===== src/design/im2col_pkg.sv =====
// im2col parameter sequencer shared definitions
// Widths, datapath types, register map and sequencer states
package im2col_pkg;

  localparam int DIM_W        = 8;
  localparam int SIZE_W       = 16;
  localparam int PTR_W        = 32;
  localparam int INC_W        = 23;
  localparam int LOG_STRIDE_W = 4;
  localparam int CFG_ADDR_W   = 5;

  typedef logic [DIM_W-1:0]  dim_t;
  typedef logic [SIZE_W-1:0] size_t;
  typedef logic [PTR_W-1:0]  ptr_t;
  typedef logic [INC_W-1:0]  inc_t;

  // Configuration register map, one word per entry
  typedef enum logic [CFG_ADDR_W-1:0] {
    SRC_PTR,
    DST_PTR,
    IH,
    IW,
    FH,
    FW,
    NUM_CH,
    BATCH,
    CH_COL,
    N_PATCHES_H,
    N_PATCHES_W,
    PAD_TOP,
    PAD_BOTTOM,
    PAD_LEFT,
    PAD_RIGHT,
    ADPT_PAD_BOTTOM,
    ADPT_PAD_RIGHT,
    LOG_STRIDE_D1,
    LOG_STRIDE_D2
  } cfg_addr_e;

  typedef enum logic [3:0] {
    IDLE,
    PRECOMP,
    COND_EVAL,
    ZEROS_1,
    ZEROS_2,
    ZEROS_3,
    INDEX_1,
    INDEX_2,
    INDEX_3,
    PUSH,
    OUT_PTR_UPDATE,
    OFFSET_UPDATE
  } seq_state_e;

endpackage


===== src/design/im2col_addr_calc.sv =====
// im2col source address calculator
// Four-stage index pipeline, byte source pointer and second-dimension increment
`timescale 1ns/10ps

module im2col_addr_calc
  import im2col_pkg::*;
(
  input  logic                    clk_i,
  input  logic                    rst_ni,
  input  dim_t                    batch_cnt_i,
  input  dim_t                    im_c_i,
  input  dim_t                    num_ch_i,
  input  ptr_t                    ih_i,
  input  ptr_t                    iw_i,
  input  ptr_t                    src_ptr_i,
  input  dim_t                    h_offset_i,
  input  dim_t                    w_offset_i,
  input  dim_t                    pad_top_i,
  input  dim_t                    pad_left_i,
  input  dim_t                    n_zeros_top_i,
  input  dim_t                    n_zeros_left_i,
  input  size_t                   size_d1_i,
  input  logic [LOG_STRIDE_W-1:0] log_stride_d1_i,
  input  logic [LOG_STRIDE_W-1:0] log_stride_d2_i,
  output ptr_t                    src_ptr_o,
  output inc_t                    in_inc_d2_o
);

  dim_t im_row, im_col;
  ptr_t row_ext, col_ext;
  ptr_t idx1_q, idx2_q, idx3_q, idx4_q;
  ptr_t index;
  ptr_t inc_full;

  // Row and column may fall into the padding, so they are signed
  assign im_row  = h_offset_i - pad_top_i;
  assign im_col  = w_offset_i - pad_left_i;
  assign row_ext = {{(PTR_W-DIM_W){im_row[DIM_W-1]}}, im_row};
  assign col_ext = {{(PTR_W-DIM_W){im_col[DIM_W-1]}}, im_col};

  always_ff @(posedge clk_i or negedge rst_ni) begin
    if (!rst_ni) begin
      idx1_q <= '0;
      idx2_q <= '0;
      idx3_q <= '0;
      idx4_q <= '0;
    end else begin
      idx1_q <= ptr_t'(batch_cnt_i) * ptr_t'(num_ch_i) + ptr_t'(im_c_i);
      idx2_q <= idx1_q * ih_i;
      idx3_q <= idx2_q + row_ext + (ptr_t'(n_zeros_top_i) << log_stride_d2_i);
      idx4_q <= idx3_q * iw_i + col_ext;
    end
  end

  assign index     = idx4_q + (ptr_t'(n_zeros_left_i) << log_stride_d1_i);
  // Elements are 32-bit words
  assign src_ptr_o = src_ptr_i + (index << 2);

  assign inc_full    = (iw_i << log_stride_d2_i)
                     - ((ptr_t'(size_d1_i) - 1'b1) << log_stride_d1_i);
  assign in_inc_d2_o = inc_full[INC_W-1:0];

endmodule


===== src/design/im2col_cfg_regs.sv =====
// im2col configuration registers
// Holds the convolution geometry, written one word at a time by strobe
`timescale 1ns/10ps

module im2col_cfg_regs
  import im2col_pkg::*;
(
  input  logic                    clk_i,
  input  logic                    rst_ni,
  input  logic                    cfg_we_i,
  input  cfg_addr_e               cfg_addr_i,
  input  ptr_t                    cfg_wdata_i,
  input  logic                    start_i,
  output ptr_t                    src_ptr_o,
  output ptr_t                    dst_ptr_o,
  output ptr_t                    ih_o,
  output ptr_t                    iw_o,
  output dim_t                    fh_o,
  output dim_t                    fw_o,
  output dim_t                    num_ch_o,
  output dim_t                    batch_o,
  output dim_t                    pad_top_o,
  output dim_t                    pad_bottom_o,
  output dim_t                    pad_left_o,
  output dim_t                    pad_right_o,
  output dim_t                    adpt_pad_bottom_o,
  output dim_t                    adpt_pad_right_o,
  output size_t                   ch_col_o,
  output size_t                   n_patches_h_o,
  output size_t                   n_patches_w_o,
  output logic [LOG_STRIDE_W-1:0] log_stride_d1_o,
  output logic [LOG_STRIDE_W-1:0] log_stride_d2_o
);

  always_ff @(posedge clk_i or negedge rst_ni) begin
    if (!rst_ni) begin
      src_ptr_o         <= '0;
      dst_ptr_o         <= '0;
      ih_o              <= '0;
      iw_o              <= '0;
      fh_o              <= '0;
      fw_o              <= '0;
      num_ch_o          <= '0;
      batch_o           <= '0;
      pad_top_o         <= '0;
      pad_bottom_o      <= '0;
      pad_left_o        <= '0;
      pad_right_o       <= '0;
      adpt_pad_bottom_o <= '0;
      adpt_pad_right_o  <= '0;
      ch_col_o          <= '0;
      n_patches_h_o     <= '0;
      n_patches_w_o     <= '0;
      log_stride_d1_o   <= '0;
      log_stride_d2_o   <= '0;
    end else if (cfg_we_i) begin
      // Narrow registers keep only the low bits of the write data
      unique case (cfg_addr_i)
        SRC_PTR:         src_ptr_o         <= cfg_wdata_i;
        DST_PTR:         dst_ptr_o         <= cfg_wdata_i;
        IH:              ih_o              <= cfg_wdata_i;
        IW:              iw_o              <= cfg_wdata_i;
        FH:              fh_o              <= cfg_wdata_i[DIM_W-1:0];
        FW:              fw_o              <= cfg_wdata_i[DIM_W-1:0];
        NUM_CH:          num_ch_o          <= cfg_wdata_i[DIM_W-1:0];
        BATCH:           batch_o           <= cfg_wdata_i[DIM_W-1:0];
        CH_COL:          ch_col_o          <= cfg_wdata_i[SIZE_W-1:0];
        N_PATCHES_H:     n_patches_h_o     <= cfg_wdata_i[SIZE_W-1:0];
        N_PATCHES_W:     n_patches_w_o     <= cfg_wdata_i[SIZE_W-1:0];
        PAD_TOP:         pad_top_o         <= cfg_wdata_i[DIM_W-1:0];
        PAD_BOTTOM:      pad_bottom_o      <= cfg_wdata_i[DIM_W-1:0];
        PAD_LEFT:        pad_left_o        <= cfg_wdata_i[DIM_W-1:0];
        PAD_RIGHT:       pad_right_o       <= cfg_wdata_i[DIM_W-1:0];
        ADPT_PAD_BOTTOM: adpt_pad_bottom_o <= cfg_wdata_i[DIM_W-1:0];
        ADPT_PAD_RIGHT:  adpt_pad_right_o  <= cfg_wdata_i[DIM_W-1:0];
        LOG_STRIDE_D1:   log_stride_d1_o   <= cfg_wdata_i[LOG_STRIDE_W-1:0];
        LOG_STRIDE_D2:   log_stride_d2_o   <= cfg_wdata_i[LOG_STRIDE_W-1:0];
        default: ;
      endcase
    end
  end

  // The offset counters in the sequencer wrap on fw and fh
  a_filter_nonzero: assert property (
    @(posedge clk_i) disable iff (!rst_ni)
    start_i |-> (fw_o != '0) && (fh_o != '0)
  ) else $error("Start accepted with a zero filter dimension");

endmodule


===== src/design/im2col_loop_ctrl.sv =====
// im2col sequencer FSM
// Walks filter offsets, channels and batch images and times each descriptor push
`timescale 1ns/10ps

module im2col_loop_ctrl
  import im2col_pkg::*;
(
  input  logic  clk_i,
  input  logic  rst_ni,
  input  logic  start_i,
  input  logic  fifo_full_i,
  input  dim_t  fw_i,
  input  dim_t  fh_i,
  input  dim_t  batch_i,
  input  size_t ch_col_i,
  input  ptr_t  dst_ptr_i,
  input  size_t n_patches_h_i,
  input  size_t n_patches_w_i,
  output dim_t  w_offset_o,
  output dim_t  h_offset_o,
  output dim_t  im_c_o,
  output dim_t  batch_cnt_o,
  output logic  zeros_p1_en_o,
  output logic  zeros_p2_en_o,
  output logic  zeros_clr_o,
  output logic  fifo_push_o,
  output logic  param_done_o,
  output ptr_t  out_ptr_o
);

  seq_state_e state_q, state_d;
  size_t      k_q;
  size_t      c_cnt_q;
  dim_t       h_cnt_q;
  dim_t       w_offset_q, h_offset_q, im_c_q, batch_cnt_q;
  ptr_t       out_ptr_q, out_inc_q;
  logic       done_q;
  logic       start_ok, batch_last, k_last;
  size_t      fwh;

  assign start_ok   = (state_q == IDLE) && start_i;
  assign batch_last = batch_cnt_q == batch_i - 1'b1;
  assign k_last     = k_q == ch_col_i - 1'b1;
  assign fwh        = size_t'(fw_i) * size_t'(fh_i);

  always_comb begin
    state_d = state_q;
    unique case (state_q)
      IDLE: begin
        if (start_i) begin
          state_d = PRECOMP;
        end
      end
      PRECOMP:   state_d = COND_EVAL;
      // Only the first pair after start runs the full zero phases
      COND_EVAL: begin
        if (k_q == '0 && batch_cnt_q == '0) begin
          state_d = ZEROS_1;
        end else begin
          state_d = INDEX_1;
        end
      end
      ZEROS_1:   state_d = ZEROS_2;
      ZEROS_2:   state_d = ZEROS_3;
      ZEROS_3:   state_d = INDEX_1;
      INDEX_1:   state_d = INDEX_2;
      INDEX_2:   state_d = INDEX_3;
      INDEX_3: begin
        if (!fifo_full_i) begin
          state_d = PUSH;
        end
      end
      PUSH:      state_d = OUT_PTR_UPDATE;
      OUT_PTR_UPDATE: begin
        state_d = batch_last ? OFFSET_UPDATE : COND_EVAL;
      end
      OFFSET_UPDATE: begin
        state_d = k_last ? IDLE : COND_EVAL;
      end
      default:   state_d = IDLE;
    endcase
  end

  always_ff @(posedge clk_i or negedge rst_ni) begin
    if (!rst_ni) begin
      state_q <= IDLE;
      done_q  <= 1'b0;
    end else begin
      state_q <= state_d;
      if (start_ok) begin
        done_q <= 1'b0;
      end else if (state_q == OFFSET_UPDATE) begin
        done_q <= k_last;
      end
    end
  end

  // Batch image and channel-column counters
  always_ff @(posedge clk_i or negedge rst_ni) begin
    if (!rst_ni) begin
      batch_cnt_q <= '0;
      k_q         <= '0;
    end else if (start_ok) begin
      batch_cnt_q <= '0;
      k_q         <= '0;
    end else if (state_q == OUT_PTR_UPDATE) begin
      batch_cnt_q <= batch_cnt_q + 1'b1;
    end else if (state_q == OFFSET_UPDATE) begin
      batch_cnt_q <= '0;
      k_q         <= k_q + 1'b1;
    end
  end

  // Filter offsets: w every step, h every fw steps, channel every fw*fh steps
  always_ff @(posedge clk_i or negedge rst_ni) begin
    if (!rst_ni) begin
      w_offset_q <= '0;
      h_offset_q <= '0;
      h_cnt_q    <= '0;
      im_c_q     <= '0;
      c_cnt_q    <= '0;
    end else if (start_ok) begin
      w_offset_q <= '0;
      h_offset_q <= '0;
      h_cnt_q    <= '0;
      im_c_q     <= '0;
      c_cnt_q    <= '0;
    end else if (state_q == OFFSET_UPDATE) begin
      w_offset_q <= (w_offset_q == fw_i - 1'b1) ? '0 : w_offset_q + 1'b1;
      if (h_cnt_q == fw_i - 1'b1) begin
        h_cnt_q    <= '0;
        h_offset_q <= (h_offset_q == fh_i - 1'b1) ? '0 : h_offset_q + 1'b1;
      end else begin
        h_cnt_q <= h_cnt_q + 1'b1;
      end
      if (c_cnt_q == fwh - 1'b1) begin
        c_cnt_q <= '0;
        im_c_q  <= im_c_q + 1'b1;
      end else begin
        c_cnt_q <= c_cnt_q + 1'b1;
      end
    end
  end

  // Output pointer step is one full patch plane of 32-bit words
  always_ff @(posedge clk_i) begin
    if (state_q == PRECOMP) begin
      out_inc_q <= (ptr_t'(n_patches_h_i) * ptr_t'(n_patches_w_i)) << 2;
    end
  end

  always_ff @(posedge clk_i or negedge rst_ni) begin
    if (!rst_ni) begin
      out_ptr_q <= '0;
    end else if (start_ok) begin
      out_ptr_q <= dst_ptr_i;
    end else if (state_q == OUT_PTR_UPDATE) begin
      out_ptr_q <= out_ptr_q + out_inc_q;
    end
  end

  // Phase one reads the new offsets, phase two follows a cycle later
  assign zeros_clr_o   = state_q == PRECOMP;
  assign zeros_p1_en_o = state_q inside {COND_EVAL, ZEROS_1};
  assign zeros_p2_en_o = state_q inside {ZEROS_2, ZEROS_3, INDEX_1};
  assign fifo_push_o   = state_q == PUSH;
  assign param_done_o  = done_q;
  assign w_offset_o    = w_offset_q;
  assign h_offset_o    = h_offset_q;
  assign im_c_o        = im_c_q;
  assign batch_cnt_o   = batch_cnt_q;
  assign out_ptr_o     = out_ptr_q;

  a_no_push_when_full: assert property (
    @(posedge clk_i) disable iff (!rst_ni)
    fifo_push_o |-> !fifo_full_i
  ) else $error("Descriptor pushed into a full FIFO");

endmodule


===== src/design/im2col_pad_calc.sv =====
// im2col zero-padding calculator
// Two-phase edge zero counts with power-of-two strides, and the transfer sizes
`timescale 1ns/10ps

module im2col_pad_calc
  import im2col_pkg::*;
(
  input  logic                    clk_i,
  input  logic                    rst_ni,
  input  logic                    zeros_p1_en_i,
  input  logic                    zeros_p2_en_i,
  input  logic                    zeros_clr_i,
  input  dim_t                    w_offset_i,
  input  dim_t                    h_offset_i,
  input  dim_t                    fw_i,
  input  dim_t                    fh_i,
  input  dim_t                    pad_top_i,
  input  dim_t                    pad_bottom_i,
  input  dim_t                    pad_left_i,
  input  dim_t                    pad_right_i,
  input  dim_t                    adpt_pad_bottom_i,
  input  dim_t                    adpt_pad_right_i,
  input  logic [LOG_STRIDE_W-1:0] log_stride_d1_i,
  input  logic [LOG_STRIDE_W-1:0] log_stride_d2_i,
  input  size_t                   n_patches_h_i,
  input  size_t                   n_patches_w_i,
  output dim_t                    n_zeros_top_o,
  output dim_t                    n_zeros_bottom_o,
  output dim_t                    n_zeros_left_o,
  output dim_t                    n_zeros_right_o,
  output size_t                   size_d1_o,
  output size_t                   size_d2_o
);

  dim_t fw_rem, fh_rem;
  dim_t fw_rem_q, fh_rem_q;
  dim_t left_diff_q, top_diff_q, right_diff_q, bottom_diff_q;

  // Ceiling division by 2^s: shift, plus one if any remainder bit is set
  function automatic dim_t ceil_shift(input dim_t diff, input logic [LOG_STRIDE_W-1:0] s);
    dim_t mask;
    mask = ~({DIM_W{1'b1}} << s);
    return (diff >> s) + dim_t'(|(diff & mask));
  endfunction

  assign fw_rem = fw_i - 1'b1 - w_offset_i;
  assign fh_rem = fh_i - 1'b1 - h_offset_i;

  always_ff @(posedge clk_i or negedge rst_ni) begin
    if (!rst_ni) begin
      fw_rem_q      <= '0;
      fh_rem_q      <= '0;
      left_diff_q   <= '0;
      top_diff_q    <= '0;
      right_diff_q  <= '0;
      bottom_diff_q <= '0;
    end else if (zeros_clr_i) begin
      fw_rem_q      <= '0;
      fh_rem_q      <= '0;
      left_diff_q   <= '0;
      top_diff_q    <= '0;
      right_diff_q  <= '0;
      bottom_diff_q <= '0;
    end else if (zeros_p1_en_i) begin
      fw_rem_q      <= fw_rem;
      fh_rem_q      <= fh_rem;
      left_diff_q   <= pad_left_i - w_offset_i;
      top_diff_q    <= pad_top_i - h_offset_i;
      right_diff_q  <= adpt_pad_right_i - fw_rem;
      bottom_diff_q <= adpt_pad_bottom_i - fh_rem;
    end
  end

  always_ff @(posedge clk_i or negedge rst_ni) begin
    if (!rst_ni) begin
      n_zeros_top_o    <= '0;
      n_zeros_bottom_o <= '0;
      n_zeros_left_o   <= '0;
      n_zeros_right_o  <= '0;
    end else if (zeros_clr_i) begin
      n_zeros_top_o    <= '0;
      n_zeros_bottom_o <= '0;
      n_zeros_left_o   <= '0;
      n_zeros_right_o  <= '0;
    end else if (zeros_p2_en_i) begin
      n_zeros_left_o <= (w_offset_i >= pad_left_i) ? '0
                      : ceil_shift(left_diff_q, log_stride_d1_i);
      n_zeros_top_o  <= (h_offset_i >= pad_top_i) ? '0
                      : ceil_shift(top_diff_q, log_stride_d2_i);
      // Right and bottom only pad when the adaptive amount is set
      n_zeros_right_o  <= (fw_rem_q >= pad_right_i || adpt_pad_right_i == '0) ? '0
                        : ceil_shift(right_diff_q, log_stride_d1_i);
      n_zeros_bottom_o <= (fh_rem_q >= pad_bottom_i || adpt_pad_bottom_i == '0) ? '0
                        : ceil_shift(bottom_diff_q, log_stride_d2_i);
    end
  end

  assign size_d1_o = n_patches_w_i - size_t'(n_zeros_left_o) - size_t'(n_zeros_right_o);
  assign size_d2_o = n_patches_h_i - size_t'(n_zeros_top_o) - size_t'(n_zeros_bottom_o);

endmodule


===== src/design/im2col_param_top.sv =====
// im2col parameter sequencer top level
// Register block beside the sequencer FSM, the padding and the address datapaths
`timescale 1ns/10ps

module im2col_param_top
  import im2col_pkg::*;
(
  input  logic      clk_i,
  input  logic      rst_ni,
  input  logic      cfg_we_i,
  input  cfg_addr_e cfg_addr_i,
  input  ptr_t      cfg_wdata_i,
  input  logic      start_i,
  input  logic      fifo_full_i,
  output logic      fifo_push_o,
  output logic      param_done_o,
  output ptr_t      src_ptr_o,
  output ptr_t      dst_ptr_o,
  output inc_t      in_inc_d2_o,
  output dim_t      n_zeros_top_o,
  output dim_t      n_zeros_bottom_o,
  output dim_t      n_zeros_left_o,
  output dim_t      n_zeros_right_o,
  output size_t     size_d1_o,
  output size_t     size_d2_o
);

  ptr_t                    src_ptr, cfg_dst_ptr, ih, iw;
  dim_t                    fh, fw, num_ch, batch;
  dim_t                    pad_top, pad_bottom, pad_left, pad_right;
  dim_t                    adpt_pad_bottom, adpt_pad_right;
  size_t                   ch_col, n_patches_h, n_patches_w;
  logic [LOG_STRIDE_W-1:0] log_stride_d1, log_stride_d2;
  dim_t                    w_offset, h_offset, im_c, batch_cnt;
  logic                    zeros_p1_en, zeros_p2_en, zeros_clr;

  im2col_cfg_regs i_cfg_regs (
    .clk_i,
    .rst_ni,
    .cfg_we_i,
    .cfg_addr_i,
    .cfg_wdata_i,
    .start_i,
    .src_ptr_o         (src_ptr),
    .dst_ptr_o         (cfg_dst_ptr),
    .ih_o              (ih),
    .iw_o              (iw),
    .fh_o              (fh),
    .fw_o              (fw),
    .num_ch_o          (num_ch),
    .batch_o           (batch),
    .pad_top_o         (pad_top),
    .pad_bottom_o      (pad_bottom),
    .pad_left_o        (pad_left),
    .pad_right_o       (pad_right),
    .adpt_pad_bottom_o (adpt_pad_bottom),
    .adpt_pad_right_o  (adpt_pad_right),
    .ch_col_o          (ch_col),
    .n_patches_h_o     (n_patches_h),
    .n_patches_w_o     (n_patches_w),
    .log_stride_d1_o   (log_stride_d1),
    .log_stride_d2_o   (log_stride_d2)
  );

  im2col_loop_ctrl i_loop_ctrl (
    .clk_i,
    .rst_ni,
    .start_i,
    .fifo_full_i,
    .fw_i          (fw),
    .fh_i          (fh),
    .batch_i       (batch),
    .ch_col_i      (ch_col),
    .dst_ptr_i     (cfg_dst_ptr),
    .n_patches_h_i (n_patches_h),
    .n_patches_w_i (n_patches_w),
    .w_offset_o    (w_offset),
    .h_offset_o    (h_offset),
    .im_c_o        (im_c),
    .batch_cnt_o   (batch_cnt),
    .zeros_p1_en_o (zeros_p1_en),
    .zeros_p2_en_o (zeros_p2_en),
    .zeros_clr_o   (zeros_clr),
    .fifo_push_o,
    .param_done_o,
    .out_ptr_o     (dst_ptr_o)
  );

  im2col_pad_calc i_pad_calc (
    .clk_i,
    .rst_ni,
    .zeros_p1_en_i     (zeros_p1_en),
    .zeros_p2_en_i     (zeros_p2_en),
    .zeros_clr_i       (zeros_clr),
    .w_offset_i        (w_offset),
    .h_offset_i        (h_offset),
    .fw_i              (fw),
    .fh_i              (fh),
    .pad_top_i         (pad_top),
    .pad_bottom_i      (pad_bottom),
    .pad_left_i        (pad_left),
    .pad_right_i       (pad_right),
    .adpt_pad_bottom_i (adpt_pad_bottom),
    .adpt_pad_right_i  (adpt_pad_right),
    .log_stride_d1_i   (log_stride_d1),
    .log_stride_d2_i   (log_stride_d2),
    .n_patches_h_i     (n_patches_h),
    .n_patches_w_i     (n_patches_w),
    .n_zeros_top_o,
    .n_zeros_bottom_o,
    .n_zeros_left_o,
    .n_zeros_right_o,
    .size_d1_o,
    .size_d2_o
  );

  im2col_addr_calc i_addr_calc (
    .clk_i,
    .rst_ni,
    .batch_cnt_i     (batch_cnt),
    .im_c_i          (im_c),
    .num_ch_i        (num_ch),
    .ih_i            (ih),
    .iw_i            (iw),
    .src_ptr_i       (src_ptr),
    .h_offset_i      (h_offset),
    .w_offset_i      (w_offset),
    .pad_top_i       (pad_top),
    .pad_left_i      (pad_left),
    .n_zeros_top_i   (n_zeros_top_o),
    .n_zeros_left_i  (n_zeros_left_o),
    .size_d1_i       (size_d1_o),
    .log_stride_d1_i (log_stride_d1),
    .log_stride_d2_i (log_stride_d2),
    .src_ptr_o,
    .in_inc_d2_o
  );

endmodule


===== config.mk =====
export PLATFORM = sky130hd
export DESIGN_NAME = im2col_param_top
export DESIGN_NICKNAME = d
export VERILOG_FILES = /design/src/design/im2col_pkg.sv /design/src/design/im2col_addr_calc.sv /design/src/design/im2col_cfg_regs.sv /design/src/design/im2col_loop_ctrl.sv /design/src/design/im2col_pad_calc.sv /design/src/design/im2col_param_top.sv
export SDC_FILE = /design/constraint.sdc
export NUM_CORES = 2
export LEC_CHECK = 0
export BUFFER_PORTS_ARGS = -buffer_cell sky130_fd_sc_hd__buf_2
export CAP_MARGIN = 20
export CORE_UTILIZATION = 64
export CTS_CLUSTER_SIZE = 30
export DETAILED_ROUTE_END_ITERATION = 8
export PLACE_DENSITY_LB_ADDON = 0.08
export SLEW_MARGIN = 25
export SYNTH_ARGS = -nofsm -noshare
export SYNTH_HDL_FRONTEND = slang
export SYNTH_SLANG_ARGS = --single-unit

===== constraint.sdc =====
create_clock -name clk_i -period 9.92 [get_ports clk_i]
set_clock_uncertainty 0.2 [all_clocks]
set_input_delay 0.496 -clock clk_i [delete_from_list [all_inputs] [get_ports clk_i]]
set_output_delay 0.496 -clock clk_i [all_outputs]
set_load 0.05 [all_outputs]

==> impl_metrics.csv <==
group,metric,value,unit
sta,setup_tns,0,ns
floorplan,initial_core_util,64.6,%
placement,dp_cells,10030,
floorplan,rows,127,
clock_tree,clockBufferDepth,3,
sta,drv_slew,0,
global_route,grt_pass1_wl,347000,um
clock_tree,clkTransAtPathRegs,0.06,ns
placement,dp_slack,1.90,ns
sta,hold_viol,0,
placement,io_buffers,194,
sta,min_period,8.70,ns
finish,seqCellArea,14800,sq um
run,cap_viol_max_count,0,
global_route,grt_pass1_vias,60361,
routing,routedWlPerCell,21.8,um
clock_tree,h-tree-depth,3,
worst_setup_path,cp_max_fo,18,
finish,layout_commonest_cell,"inv_1",
finish,area_delta_synth_final,6.16,%
finish,layout-drive-gt1-share,8.26,%
yosys,synthArstFlopShare,94.9,%
clock_tree,insertion_delay,0.68,ns
clock_tree,cts_root_buffer,"clkbuf_16",
yosys,synth_top_cell_by_area,"fa_1",
yosys,synth.net_count,10255,
finish,n_fill_cell,9752,
sta,rsz0062_at_grt,"no",
floorplan,core-area,120000,sq um
routing,route.detailed.drc,0,
global_route,grt.overflow.total,0,
yosys,ys_seq_area_share,19.1,%
routing,final_antenna_net_count,0,
yosys,synth_cell_types,92,
placement,gp_congestion,0.950,
global_route,grtUsageTotal,37.1,%
worst_setup_path,crit_required,9.22,ns
yosys,syn_area,77500,sq um
yosys,yosys_warnings,0,
floorplan,die_w,350,um
sta,period_share,87.7,%
yosys,synth_top_area_share,25.7,%
worst_setup_path,worstPathArrival,8.01,ns
routing,wl,222000,um
routing,vias,60199,
sta,hold_ws,0.149,ns
yosys,synth_area_per_cell,9.09,sq um
routing,drt_pass1_iterations,8,
yosys,ys_ff_latch,586,
routing,via_per_inst,5.91,
clock_tree,cts.repair.resized,0,
finish,fin_nets,10221,
yosys,synthTopCellsByArea,"fa_1 (26%), dfrtp_1 (18%), ha_1 (11%)",
sta,fmax,115,MHz
sta,setup_violations,0,
clock_tree,cts_sinks,586,
floorplan,die_area,122000,sq um
yosys,synth_edf_count,30,
status,status,"finished, final reports clean",
routing,drt_iter0_drc,5268,
sta,maxSlewHeadroom,26.5,%
sta,worst_slack,1.22,ns
hold_path,min_path_type,"in -> async",
finish,final_cell_mix,"inv_1 (1378), nand2_1 (1054), fa_1 (993)",
yosys,synth_ff_type,"dfrtp_1",
finish,final_cells,10194,
floorplan,fp.dieH,350,um
worst_setup_path,startpoint_type,"flip-flop",
yosys,syn_inst,8528,
global_route,antenna_found_initial,25,
finish,multiInputGateArea,56100,sq um
worst_setup_path,crit_path_end_kind,"output port",
worst_setup_path,critical_path_class,"reg -> out",
global_route,grt_max_degree,90,
floorplan,ios,195,
clock_tree,cts_tree,"yes",
placement,dp_hpwl,171000,um
clock_tree,cts_made_buffers,71,
sta,worst_pin_slew,1.10,ns
==> cell families (layout without fill, tap and decap cells) <==
family | count (synthesis) | count (layout) | synth area share, %
AND/OR/NAND/NOR | 2498 | 2498 | 15.5
buffers and inverters | 1758 | 1782 | 8.54
adder cells (fa/ha/maj) | 1685 | 1685 | 36.8
AO/OA/AOI/OAI | 1166 | 1166 | 9.50
flip-flops | 586 | 586 | 19.1
XOR/XNOR | 507 | 507 | 5.75
multiplexers | 328 | 328 | 4.79
other | 0 | 30 | 0
==> synth_stat cells (113+ instances only) <==
library cell  instances
clkbuf_1            342
fa_1                993
a21o_1              113
nand2_1            1057
nor2_1              343
and2_1              575
xor2_1              171
a21oi_1             297
dfrtp_1             556
o21ai_0             338
ha_1                692
mux2_2              245
xnor2_1             334
inv_1              1378
==> worst paths after layout <==
| kind | slack (ns) | endpoint | startpoint | cells after the start |
|---|---|---|---|---|
| max reg2reg | 1.85 | i_addr_calc.idx4_q[29]$_DFF_PN0_ | i_cfg_regs.iw_o[8]$_DFFE_PN0P_ | 22 |
| min in group clk_i | 0.15 | i_loop_ctrl.param_done_o$_DFFE_PN0P_ | start_i | 4 |
| min | 0.15 | i_cfg_regs.n_patches_w_o[13]$_DFFE_PN0P_ | rst_ni | 2 |
| max in group asynchronous | 7.07 | i_cfg_regs.ch_col_o[0]$_DFFE_PN0P_ | rst_ni | 4 |
| min reg2reg | 0.26 | i_loop_ctrl.out_ptr_o[0]$_DFFE_PN0P_ | i_cfg_regs.dst_ptr_o[0]$_DFFE_PN0P_ | 2 |
| max | 1.22 | in_inc_d2_o[22] | i_cfg_regs.n_patches_w_o[0]$_DFFE_PN0P_ | 27 |
==> what timing repair did <==
item | in CTS | in global routing
setup buffers | 0 | 0
hold buffers | 3 | 0
endpoints found under the hold margin | 86 | 0
==> critical path, cell delays in order (launching register included) <==
cell and delay [ns]:
dfrtp_1 0.84, fa_1 0.56, ha_1 0.30, xor2_1 0.18, inv_1 0.20, ha_1 0.23, inv_1 0.05, or2_2 0.30
a21oi_1 0.39, nand3_2 0.21, or3_4 0.43, nor3_4 0.26, xnor2_1 0.15, mux2_2 0.30, o21ai_0 0.22, mux2_2 0.21
o21bai_1 0.06, ha_1 0.36, a21o_1 0.19, a21oi_1 0.28, o21ai_0 0.15, o21a_1 0.16, a211o_1 0.30, a21o_1 0.19
a21oi_1 0.22, o21ai_0 0.15, xnor2_1 0.17, buf_2 0.28
==> per-layer routing <==
metal	routed length, um	part of all wire, %	global-route usage [%]
met1	92800	42	50.8
met2	99300	45	56.8
met3	21700	9.8	9.45
met4	8500	3.8	14.3
met5	126	0.057	0
==> through the flow <==
step	instance area, sq um	util, %
after floorplan	77500	-
after global placement	79700	66.4
after detailed placement	79700	66.4
after CTS	82200	68.5
after global routing	82200	68.5
final	82300	68.6
==> area by class of cell <==
class / instances / area share [%]
multi-input cells: 6184 / 68.2
flip-flops and latches: 586 / 18.0
inverters: 1384 / 6.31
well taps: 1612 / 2.45
clock buffers: 92 / 2.42
repair buffers: 267 / 1.87
clock inverters: 39 / 0.611
diodes: 30 / 0.0912
Power is left out: the tool's default activity adds up to more than one toggle a clock period on the data nets, which glitch-free logic cannot reach.
